[config.mk]
export PLATFORM = sky130hd
export DESIGN_NAME = aud_dsp_top
export DESIGN_NICKNAME = d
export VERILOG_FILES = /design/src/verilog/aud_dsp_pkg.sv /design/src/verilog/aud_dsp_top.sv /design/src/verilog/sample_interp.sv /design/src/verilog/sample_addr_gen.sv /design/src/verilog/playback_ctrl.sv
export SDC_FILE = /design/constraint.sdc
export NUM_CORES = 1
export LEC_CHECK = 0
export BUFFER_PORTS_ARGS = -buffer_cell sky130_fd_sc_hd__buf_2
export CORE_MARGIN = 1
export CORE_UTILIZATION = 65
export CTS_CLUSTER_DIAMETER = 200
export CTS_CLUSTER_SIZE = 40
export DETAILED_ROUTE_END_ITERATION = 8
export PLACE_DENSITY_LB_ADDON = 0.05
export SKIP_CTS_REPAIR_TIMING = 1
export SLEW_MARGIN = 40
export SYNTH_ARGS = -nofsm -noshare
export SYNTH_HDL_FRONTEND = slang
export SYNTH_SLANG_ARGS = --single-unit
[constraint.sdc]
create_clock -name i_clk -period 96.2 [get_ports i_clk]
set_clock_uncertainty 0.2 [all_clocks]
set_input_delay 19.24 -clock i_clk [delete_from_list [all_inputs] [get_ports i_clk]]
set_output_delay 19.24 -clock i_clk [all_outputs]
set_load 0.01 [all_outputs]
[src/verilog/aud_dsp_pkg.sv]
package aud_dsp_pkg;

    // one signed sample as stored in the SRAM and sent to the codec
    typedef logic signed [15:0] sample_t;

    // word address into the sample SRAM
    typedef logic [19:0] sram_addr_t;

    // speed setting, real factor is speed+1
    typedef logic [2:0] speed_t;

    // frames spent so far on the current sample in the slow modes
    typedef logic [3:0] phase_t;

    typedef enum logic [1:0] {
        ST_IDLE  = 2'd0,
        ST_PLAY  = 2'd1,
        ST_PAUSE = 2'd2
    } play_state_t;

    // decoded playback mode
    // MODE_HOLD repeats a sample, MODE_LINEAR interpolates
    typedef enum logic [1:0] {
        MODE_NORMAL = 2'd0,
        MODE_FAST   = 2'd1,
        MODE_HOLD   = 2'd2,
        MODE_LINEAR = 2'd3
    } play_mode_t;

endpackage
[src/verilog/aud_dsp_top.sv]
`timescale 1ns/1ps

module aud_dsp_top (
    input  logic                     i_clk,
    input  logic                     i_rst_n,
    input  logic                     i_start,
    input  logic                     i_pause,
    input  logic                     i_stop,
    input  logic                     i_fast,
    input  logic                     i_slow_0,
    input  logic                     i_slow_1,
    input  logic                     i_daclrck,
    input  aud_dsp_pkg::speed_t      i_speed,
    input  aud_dsp_pkg::sample_t     i_sram_data,
    input  aud_dsp_pkg::sram_addr_t  i_stop_addr,
    output aud_dsp_pkg::sample_t     o_dac_data,
    output aud_dsp_pkg::sram_addr_t  o_sram_addr,
    output logic                     o_fin,
    output aud_dsp_pkg::play_state_t o_state
);

    aud_dsp_pkg::play_state_t state;
    aud_dsp_pkg::play_mode_t  mode;
    aud_dsp_pkg::phase_t      phase;
    logic                     step_due;
    logic                     lrclk_rise;
    logic                     at_end;

    playback_ctrl u_ctrl (
        .i_clk    (i_clk),
        .i_rst_n  (i_rst_n),
        .i_start  (i_start),
        .i_pause  (i_pause),
        .i_stop   (i_stop),
        .i_fast   (i_fast),
        .i_slow_0 (i_slow_0),
        .i_slow_1 (i_slow_1),
        .i_at_end (at_end),
        .o_state  (state),
        .o_mode   (mode),
        .o_fin    (o_fin)
    );

    sample_addr_gen u_addr (
        .i_clk        (i_clk),
        .i_rst_n      (i_rst_n),
        .i_daclrck    (i_daclrck),
        .i_state      (state),
        .i_mode       (mode),
        .i_speed      (i_speed),
        .i_stop_addr  (i_stop_addr),
        .o_sram_addr  (o_sram_addr),
        .o_phase      (phase),
        .o_step_due   (step_due),
        .o_lrclk_rise (lrclk_rise),
        .o_lrclk_fall (),
        .o_at_end     (at_end)
    );

    // fall edge is consumed by the address stepping only
    sample_interp u_interp (
        .i_clk        (i_clk),
        .i_rst_n      (i_rst_n),
        .i_state      (state),
        .i_mode       (mode),
        .i_speed      (i_speed),
        .i_phase      (phase),
        .i_step_due   (step_due),
        .i_lrclk_rise (lrclk_rise),
        .i_sram_data  (i_sram_data),
        .o_dac_data   (o_dac_data)
    );

    assign o_state = state;

endmodule

[src/verilog/sample_interp.sv]
`timescale 1ns/1ps

module sample_interp (
    input  logic                     i_clk,
    input  logic                     i_rst_n,
    input  aud_dsp_pkg::play_state_t i_state,
    input  aud_dsp_pkg::play_mode_t  i_mode,
    input  aud_dsp_pkg::speed_t      i_speed,
    input  aud_dsp_pkg::phase_t      i_phase,
    input  logic                     i_step_due,
    input  logic                     i_lrclk_rise,
    input  aud_dsp_pkg::sample_t     i_sram_data,
    output aud_dsp_pkg::sample_t     o_dac_data
);

    aud_dsp_pkg::sample_t prev_r;
    logic signed [5:0]    w_prev;
    logic signed [5:0]    w_cur;
    logic signed [5:0]    divisor;
    logic signed [23:0]   acc;
    logic signed [23:0]   quot;
    aud_dsp_pkg::sample_t dac_nxt;

    // weights of the two neighbouring samples
    assign divisor = $signed({3'b000, i_speed}) + 6'sd1;
    assign w_cur   = $signed({2'b00, i_phase});
    assign w_prev  = divisor - w_cur;

    assign acc  = prev_r * w_prev + i_sram_data * w_cur;
    // signed division rounds toward zero
    assign quot = acc / divisor;

    // previous sample captured once the current one has been fully used
    always_ff @(posedge i_clk or negedge i_rst_n) begin
        if (!i_rst_n) begin
            prev_r <= '0;
        end else begin
            case (i_state)
                aud_dsp_pkg::ST_IDLE: begin
                    prev_r <= '0;
                end
                aud_dsp_pkg::ST_PLAY: begin
                    if (i_lrclk_rise && i_step_due) begin
                        prev_r <= i_sram_data;
                    end
                end
                default: begin
                    prev_r <= prev_r;
                end
            endcase
        end
    end

    always_comb begin
        if (i_state != aud_dsp_pkg::ST_PLAY) begin
            dac_nxt = '0;
        end else if (i_mode == aud_dsp_pkg::MODE_LINEAR) begin
            dac_nxt = quot[15:0];
        end else begin
            // normal, fast and hold pass the SRAM word straight on
            dac_nxt = i_sram_data;
        end
    end

    always_ff @(posedge i_clk or negedge i_rst_n) begin
        if (!i_rst_n) begin
            o_dac_data <= '0;
        end else begin
            o_dac_data <= dac_nxt;
        end
    end

endmodule

[src/verilog/sample_addr_gen.sv]
`timescale 1ns/1ps

module sample_addr_gen (
    input  logic                     i_clk,
    input  logic                     i_rst_n,
    input  logic                     i_daclrck,
    input  aud_dsp_pkg::play_state_t i_state,
    input  aud_dsp_pkg::play_mode_t  i_mode,
    input  aud_dsp_pkg::speed_t      i_speed,
    input  aud_dsp_pkg::sram_addr_t  i_stop_addr,
    output aud_dsp_pkg::sram_addr_t  o_sram_addr,
    output aud_dsp_pkg::phase_t      o_phase,
    output logic                     o_step_due,
    output logic                     o_lrclk_rise,
    output logic                     o_lrclk_fall,
    output logic                     o_at_end
);

    logic                    daclrck_q;
    aud_dsp_pkg::sram_addr_t addr_r;
    aud_dsp_pkg::phase_t     phase_r;
    logic                    step_due;

    // edges against the last sampled level
    assign o_lrclk_rise = i_daclrck & ~daclrck_q;
    assign o_lrclk_fall = ~i_daclrck & daclrck_q;

    // current sample has been used for speed+1 frames
    assign step_due = phase_r > {1'b0, i_speed};

    always_ff @(posedge i_clk or negedge i_rst_n) begin
        if (!i_rst_n) begin
            daclrck_q <= 1'b0;
        end else begin
            daclrck_q <= i_daclrck;
        end
    end

    always_ff @(posedge i_clk or negedge i_rst_n) begin
        if (!i_rst_n) begin
            addr_r  <= '0;
            phase_r <= '0;
        end else begin
            case (i_state)
                aud_dsp_pkg::ST_IDLE: begin
                    addr_r  <= '0;
                    phase_r <= '0;
                end
                aud_dsp_pkg::ST_PLAY: begin
                    // one step per frame, taken on the falling edge
                    if (o_lrclk_fall) begin
                        case (i_mode)
                            aud_dsp_pkg::MODE_FAST: begin
                                addr_r  <= addr_r + aud_dsp_pkg::sram_addr_t'(i_speed)
                                           + aud_dsp_pkg::sram_addr_t'(1);
                                phase_r <= '0;
                            end
                            aud_dsp_pkg::MODE_HOLD,
                            aud_dsp_pkg::MODE_LINEAR: begin
                                if (step_due) begin
                                    addr_r  <= addr_r + aud_dsp_pkg::sram_addr_t'(1);
                                    phase_r <= aud_dsp_pkg::phase_t'(1);
                                end else begin
                                    phase_r <= phase_r + aud_dsp_pkg::phase_t'(1);
                                end
                            end
                            default: begin
                                addr_r  <= addr_r + aud_dsp_pkg::sram_addr_t'(1);
                                phase_r <= '0;
                            end
                        endcase
                    end
                end
                aud_dsp_pkg::ST_PAUSE: begin
                    // hold position until resumed
                    addr_r  <= addr_r;
                    phase_r <= phase_r;
                end
                default: begin
                    addr_r  <= '0;
                    phase_r <= '0;
                end
            endcase
        end
    end

    assign o_at_end    = addr_r >= i_stop_addr;
    assign o_sram_addr = addr_r;
    assign o_phase     = phase_r;
    assign o_step_due  = step_due;

endmodule

[src/verilog/playback_ctrl.sv]
`timescale 1ns/1ps

module playback_ctrl (
    input  logic                     i_clk,
    input  logic                     i_rst_n,
    input  logic                     i_start,
    input  logic                     i_pause,
    input  logic                     i_stop,
    input  logic                     i_fast,
    input  logic                     i_slow_0,
    input  logic                     i_slow_1,
    input  logic                     i_at_end,
    output aud_dsp_pkg::play_state_t o_state,
    output aud_dsp_pkg::play_mode_t  o_mode,
    output logic                     o_fin
);

    aud_dsp_pkg::play_state_t state_r;
    aud_dsp_pkg::play_state_t state_nxt;
    logic                     fin_nxt;

    // fast first, then constant hold, then linear
    always_comb begin
        if (i_fast) begin
            o_mode = aud_dsp_pkg::MODE_FAST;
        end else if (i_slow_0) begin
            o_mode = aud_dsp_pkg::MODE_HOLD;
        end else if (i_slow_1) begin
            o_mode = aud_dsp_pkg::MODE_LINEAR;
        end else begin
            o_mode = aud_dsp_pkg::MODE_NORMAL;
        end
    end

    always_comb begin
        state_nxt = state_r;
        fin_nxt   = 1'b0;
        case (state_r)
            aud_dsp_pkg::ST_IDLE: begin
                if (i_start) begin
                    state_nxt = aud_dsp_pkg::ST_PLAY;
                end
            end
            aud_dsp_pkg::ST_PLAY: begin
                // stop and end of data beat pause
                if (i_stop || i_at_end) begin
                    state_nxt = aud_dsp_pkg::ST_IDLE;
                    fin_nxt   = 1'b1;
                end else if (i_pause) begin
                    state_nxt = aud_dsp_pkg::ST_PAUSE;
                end
            end
            aud_dsp_pkg::ST_PAUSE: begin
                if (i_start) begin
                    state_nxt = aud_dsp_pkg::ST_PLAY;
                end else if (i_stop) begin
                    // leaving pause by stop gives no finish pulse
                    state_nxt = aud_dsp_pkg::ST_IDLE;
                end
            end
            default: begin
                state_nxt = aud_dsp_pkg::ST_IDLE;
            end
        endcase
    end

    always_ff @(posedge i_clk or negedge i_rst_n) begin
        if (!i_rst_n) begin
            state_r <= aud_dsp_pkg::ST_IDLE;
            o_fin   <= 1'b0;
        end else begin
            state_r <= state_nxt;
            o_fin   <= fin_nxt;
        end
    end

    assign o_state = state_r;

endmodule

# After elaboration in Yosys (flattened, before gate mapping)
# Cells that the tools add are included.
# word_totals
regBits	60
in_bits	48
out_inout_bits	39
elab_cells	68
# classes
addsub	7
mul	2
div	1
n_lt_le_gt_ge	2
n_eq_ne	12
muxes	23
bitwise	5
n_reduce_logical	9
# ops
operator	count
$pmux 20 s2	2
$mux 16	3
$add 20x1->20 const B	2
$mux 20	2
$pmux 16 s2	1
$add 24x24->24	1
$div 24x24->24	1
$mul 16x6->22	1
$mul 16x5->21	1
$add 20x3->20	1
$ge 20x20->1	1
$mux 2	8
$mux 4	3
$pmux 4 s2	1
$eq 2x2->1 const B	3
$ne 2x1->1 const B	3
$ne 3x3->1 const B	2
$pmux 2 s3	1
$reduce_and 3->1	2
$sub 4x4->5	1
$add 3x1->4 const B	1
$add 4x1->4 const B	1
$eq 2x1->1 const B	2
$gt 4x3->1	1
11 further kinds	16

# Longest topological paths before layout
# depth
depth_word	8
mapped_depth	297
depth_no_buf	278

# By module
# From an unflattened synthesis, not the netlist that was laid out.
# unflattened
hier_cells	2934
hier_area_um2	21926.0
# by_module_without_submodules
module	instances	cells_per_inst	area_per_inst_um2	seq_area_each_um2
sample_interp	1	2667	19621.3	800.8
sample_addr_gen	1	253	2157.1	625.6
playback_ctrl	1	14	147.6	75.1

# Worst setup path before layout
# OpenSTA, ideal clock, no wires.
# synth_timing
kind	input to register
startpoint	input port i_speed[0]
endpoint	register u_interp.o_dac_data[12]
arrival_ps	74132
required_ps	95922
path_slack_ps	21790
stages	280
path_buffers	22
path_cell_list	ha_1 > inv_1 > fa_1 > nor2b_1 > o21ai_0 > nand2b_1 > clkbuf_1 > clkbuf_1 > nor2_1 > fa_1 > inv_1 > fa_1 > fa_1 > inv_1 > ha_1 > a21oi_1 > o21bai_1 > a21oi_1 > [244 not listed] > and3_1 > nand3_1 > or4b_4 > nor2_4 > mux2_2 > ha_1 > nor2b_1 > o21ai_0 > nand2b_1 > a2111oi_2 > nand4_1 > nor4_4 > ha_1 > and3_1 > a31oi_1 > xnor2_1 > nand2_1 > a21oi_1
# synth_between
elab_chain_len	7
# synth_lines
item	line_no	text
start, declared	aud_dsp_top.sv:13	input aud_dsp_pkg::speed_t i_speed,
$add 3x1->4 *	sample_interp.sv:25	assign divisor = $signed({3'b000, i_speed}) + 6'sd1;
$sub 4x4->5	sample_interp.sv:27	assign w_prev = divisor - w_cur;
$mul 16x6->22	sample_interp.sv:29	assign acc = prev_r * w_prev + i_sram_data * w_cur;
$add 24x24->24	sample_interp.sv:29	
$div 24x24->24 *	sample_interp.sv:31	assign quot = acc / divisor;
$mux 16 *	sample_interp.sv:57	end else if (i_mode == aud_dsp_pkg::MODE_LINEAR) begin
$mux 16 *	sample_interp.sv:55	if (i_state != aud_dsp_pkg::ST_PLAY) begin
via u_interp.dac_nxt[12]	sample_interp.sv:22	aud_dsp_pkg::sample_t dac_nxt;
end signal, assigned	sample_interp.sv:69	o_dac_data <= dac_nxt;
end, declared	sample_interp.sv:13	output aud_dsp_pkg::sample_t o_dac_data
# Mark *: on every way through the listed nets, which the timed path passes. The rest lies on a longest branch.
# A chain may end at the register's enable or synchronous reset.

# Worst setup path in the final report
# Same ends and word-level chain as after synthesis.

==> results.json <==
{
  "track_usage_pct": 36.7,
  "worstMarginPinSlew_ps": 825,
  "synth_area_per_cell_um2": 7.52,
  "maxClockFrequency_ghz": 0.0119,
  "overflow_after_grt": 0,
  "ys_dominant_reg_cell": "sky130_fd_sc_hd__dfrtp_1",
  "die_h_um": 185,
  "worstHoldPathType": "reg2reg",
  "via_count": 22000,
  "worstSetupStartpointType": "primary input",
  "fin_nets": 3291,
  "setup.worst_path.start": "i_speed[0]",
  "cts_buffers": 9,
  "setup.worst_path.class": "in2reg",
  "design.core.area_mm2": 0.0327,
  "outcome": "finished, final reports clean",
  "place_hpwl_um": 50500,
  "detailedPlace.worstSlack_ps": 12600,
  "route.detailed.drc": 0,
  "worstPathMaxFanout": 29,
  "worst_r2r_endpoint": "u_interp.o_dac_data[12]$_DFF_PN0_",
  "cts-root-buf": "sky130_fd_sc_hd__clkbuf_16",
  "cts_max_path_buffers": 2,
  "first_global_vias": 21100,
  "sequential_cell_area_fraction_in_the_yosys_report_pct": 6.91,
  "gp_congestion": 0.969,
  "dominant_combinational_cell_family_by_area_after_synthesis": "compound AO/OA/AOI/OAI gates",
  "grt_start_max_net_pins": 55,
  "antenna_cells_inserted": 0,
  "rsz0062_at_grt": "false",
  "cp.arrival_ps": 84170,
  "final_cell_mix": "265 x sky130_fd_sc_hd__inv_1, 249 x sky130_fd_sc_hd__nor2_1, 226 x sky130_fd_sc_hd__ha_1",
  "synth.area.top_cells": "sky130_fd_sc_hd__ha_1 13%, sky130_fd_sc_hd__fa_1 8.1%, sky130_fd_sc_hd__dfrtp_1 6.9%",
  "synth_mux_area_share_pct": 2.61,
  "antenna_violations_before_repair": 0,
  "slew_viol_final": 0,
  "stdcell_area_mm2": 0.0228,
  "htree_num_levels": 3,
  "cts_tree": "built",
  "synthesized_area_fraction_occupied_by_ao_oa_aoi_and_oai_cells_pct": 28.2,
  "layout_cells_sized_above_1_pct": 10.7,
  "holdWs_ps": 388,
  "io_pins": 87,
  "synthCells": 2889,
  "final_period_minus_worst_setup_slack_ps": 84180,
  "die_outline_area_mm2": 0.0342,
  "detail_route.wirelength_um": 62600,
  "r2r_cells": 260,
  "report.final.setup_viol": 0,
  "layout_commonest_cell": "sky130_fd_sc_hd__inv_1",
  "numPortBuffers": 86,
  "final.period_utilization_pct": 87.5,
  "routedWlPerCell_um": 18.6,
  "synth_cell_type_count": 144,
  "setup_tns_ps": 0,
  "cell_with_the_largest_stage_delay_on_the_worst_path": "sky130_fd_sc_hd__nor3_2",
  "synthXorXnorAreaFrac_pct": 6.89,
  "synthSimpleGateAreaFrac_pct": 27.7,
  "area_growth_syn_to_layout_pct": 4.74,
  "critical-path-top-cell-by-count": "sky130_fd_sc_hd__a21oi_1",
  "vias_per_cell": 6.52,
  "worstSkewPairLatency_ps": 350,
  "effective_utilization_at_floorplan_pct": 66.5,
  "critical_path.max_stage_delay_ps": 640,
  "drt_first_iter_violations": 1454,
  "numClockSinks": 60,
  "synth_edf_count": 0,
  "synth-async-reset-ratio_pct": 100,
  "source_of_the_worst_register_to_register_timing_path": "u_addr.o_phase[2]$_DFFE_PN0P_",
  "post_synth_top_area_share_pct": 13.0,
  "drt_pre_antenna_iters": 6,
  "die_width_um": 185,
  "synthesis.yosys.warnings": 0,
  "relSlewSlack_pct": 44.7,
  "max-cap-violations": 0,
  "synthesis.nets": 3251,
  "rows": 66,
  "report.final.hold_viol_count": 0,
  "worstSetupEndpoint": "u_interp.o_dac_data[12]$_DFF_PN0_",
  "cp.required_ps": 96200,
  "ant_nets": 0,
  "ff2ff_setup_slack_ps": 30880,
  "synthesis.area_mm2": 0.0217,
  "synth_adder_area_share_pct": 21.2,
  "flip_flop_and_latch_count_after_synthesis": 60,
  "clock_pin_slew_on_the_worst_setup_and_hold_paths_ps": 60,
  "yosysTopAreaCell": "sky130_fd_sc_hd__ha_1",
  "critical_path.endpoint_type": "flop",
  "fin_ws_ps": 12020,
  "wire_length_of_the_first_global_routing_pass_um": 103000,
  "dpl_cell_area_mm2": 0.0224
}
[layer usage]
metal / vias up / share of wire, % / global-route usage (%)
met1: 10500 / 44 / 48.2
met4: 0 / 3.0 / 12.4
li1: 10600 / - / -
met2: 856 / 46 / 62.0
met3: 133 / 6.5 / 4.19
met5: - / 0 / 0.593
[Yosys cell counts (60+ instances only)]
master and count:
sky130_fd_sc_hd__xor2_1 60, sky130_fd_sc_hd__xnor2_1 109, sky130_fd_sc_hd__o21ai_0 114, sky130_fd_sc_hd__nor2_1 251, sky130_fd_sc_hd__fa_1 88, sky130_fd_sc_hd__dfrtp_1 60, sky130_fd_sc_hd__ha_1 226, sky130_fd_sc_hd__nand2_1 209
sky130_fd_sc_hd__and2_1 127, sky130_fd_sc_hd__inv_1 265, sky130_fd_sc_hd__nand3_1 71, sky130_fd_sc_hd__a21oi_1 210, sky130_fd_sc_hd__nor3_1 108
[per-stage QoR]
step	util, %	std cells
2_1_floorplan	-	2889
3_3_place_gp	68.6	3360
3_5_place_dp	68.6	3360
4_1_cts	69.6	3375
5_1_grt	69.6	3375
6_report	69.6	3375
[cell type report]
type,count,area (µm²)
Timing Repair Buffer,102,551
Fill cell,2706,9940
Tap cell,442,553
Sequential cell,60,1500
Inverter,267,1000
Clock buffer,11,253
Clock inverter,4,72.6
Multi-Input combinational cell,2489,18800
[how the worst min path moves through the flow]
stage	start	to	slack, ps	cells after the start
final	u_addr.o_sram_addr[6]$_DFFE_PN0P_	u_addr.o_sram_addr[6]$_DFFE_PN0P_	390	2
after global routing	u_interp.prev_r[8]$_DFFE_PN0P_	u_interp.prev_r[8]$_DFFE_PN0P_	410	1
after global placement	u_addr.o_sram_addr[19]$_DFFE_PN0P_	u_addr.o_sram_addr[19]$_DFFE_PN0P_	350	2
after detailed placement	u_addr.o_sram_addr[19]$_DFFE_PN0P_	u_addr.o_sram_addr[19]$_DFFE_PN0P_	370	2
after floorplan	u_interp.prev_r[0]$_DFFE_PN0P_	u_interp.prev_r[0]$_DFFE_PN0P_	310	1
after CTS	u_addr.o_sram_addr[19]$_DFFE_PN0P_	u_addr.o_sram_addr[19]$_DFFE_PN0P_	390	2
[cell families after synthesis]
| family | after synthesis |
|---|---|
| other | 1 |
| buffers and inverters | 340 |
| flip-flops | 60 |
| multiplexers | 48 |
| XOR/XNOR | 170 |
| AO/OA/AOI/OAI | 847 |
| adder cells (fa/ha/maj) | 315 |
| AND/OR/NAND/NOR | 1108 |
[sequential cells by signal (all words and copies together), names as in the netlist]
signal and flops:
u_ctrl.o_state 2, u_addr.daclrck_q 1, u_interp.prev_r 16, u_ctrl.o_fin 1, u_addr.o_sram_addr 20, u_interp.o_dac_data 16
u_addr.o_phase 4
[critical path: cells and delay by family]
family,cells,cell delay (ps)
xor+xnor,2,370
simple gates,83,20620
mux,8,2470
buf+inv,9,1640
fa+ha+maj,30,9850
compound gates,131,29820
Power is not shown: default switching activity piles up to over one toggle a cycle in this logic, so the estimate is an artifact.
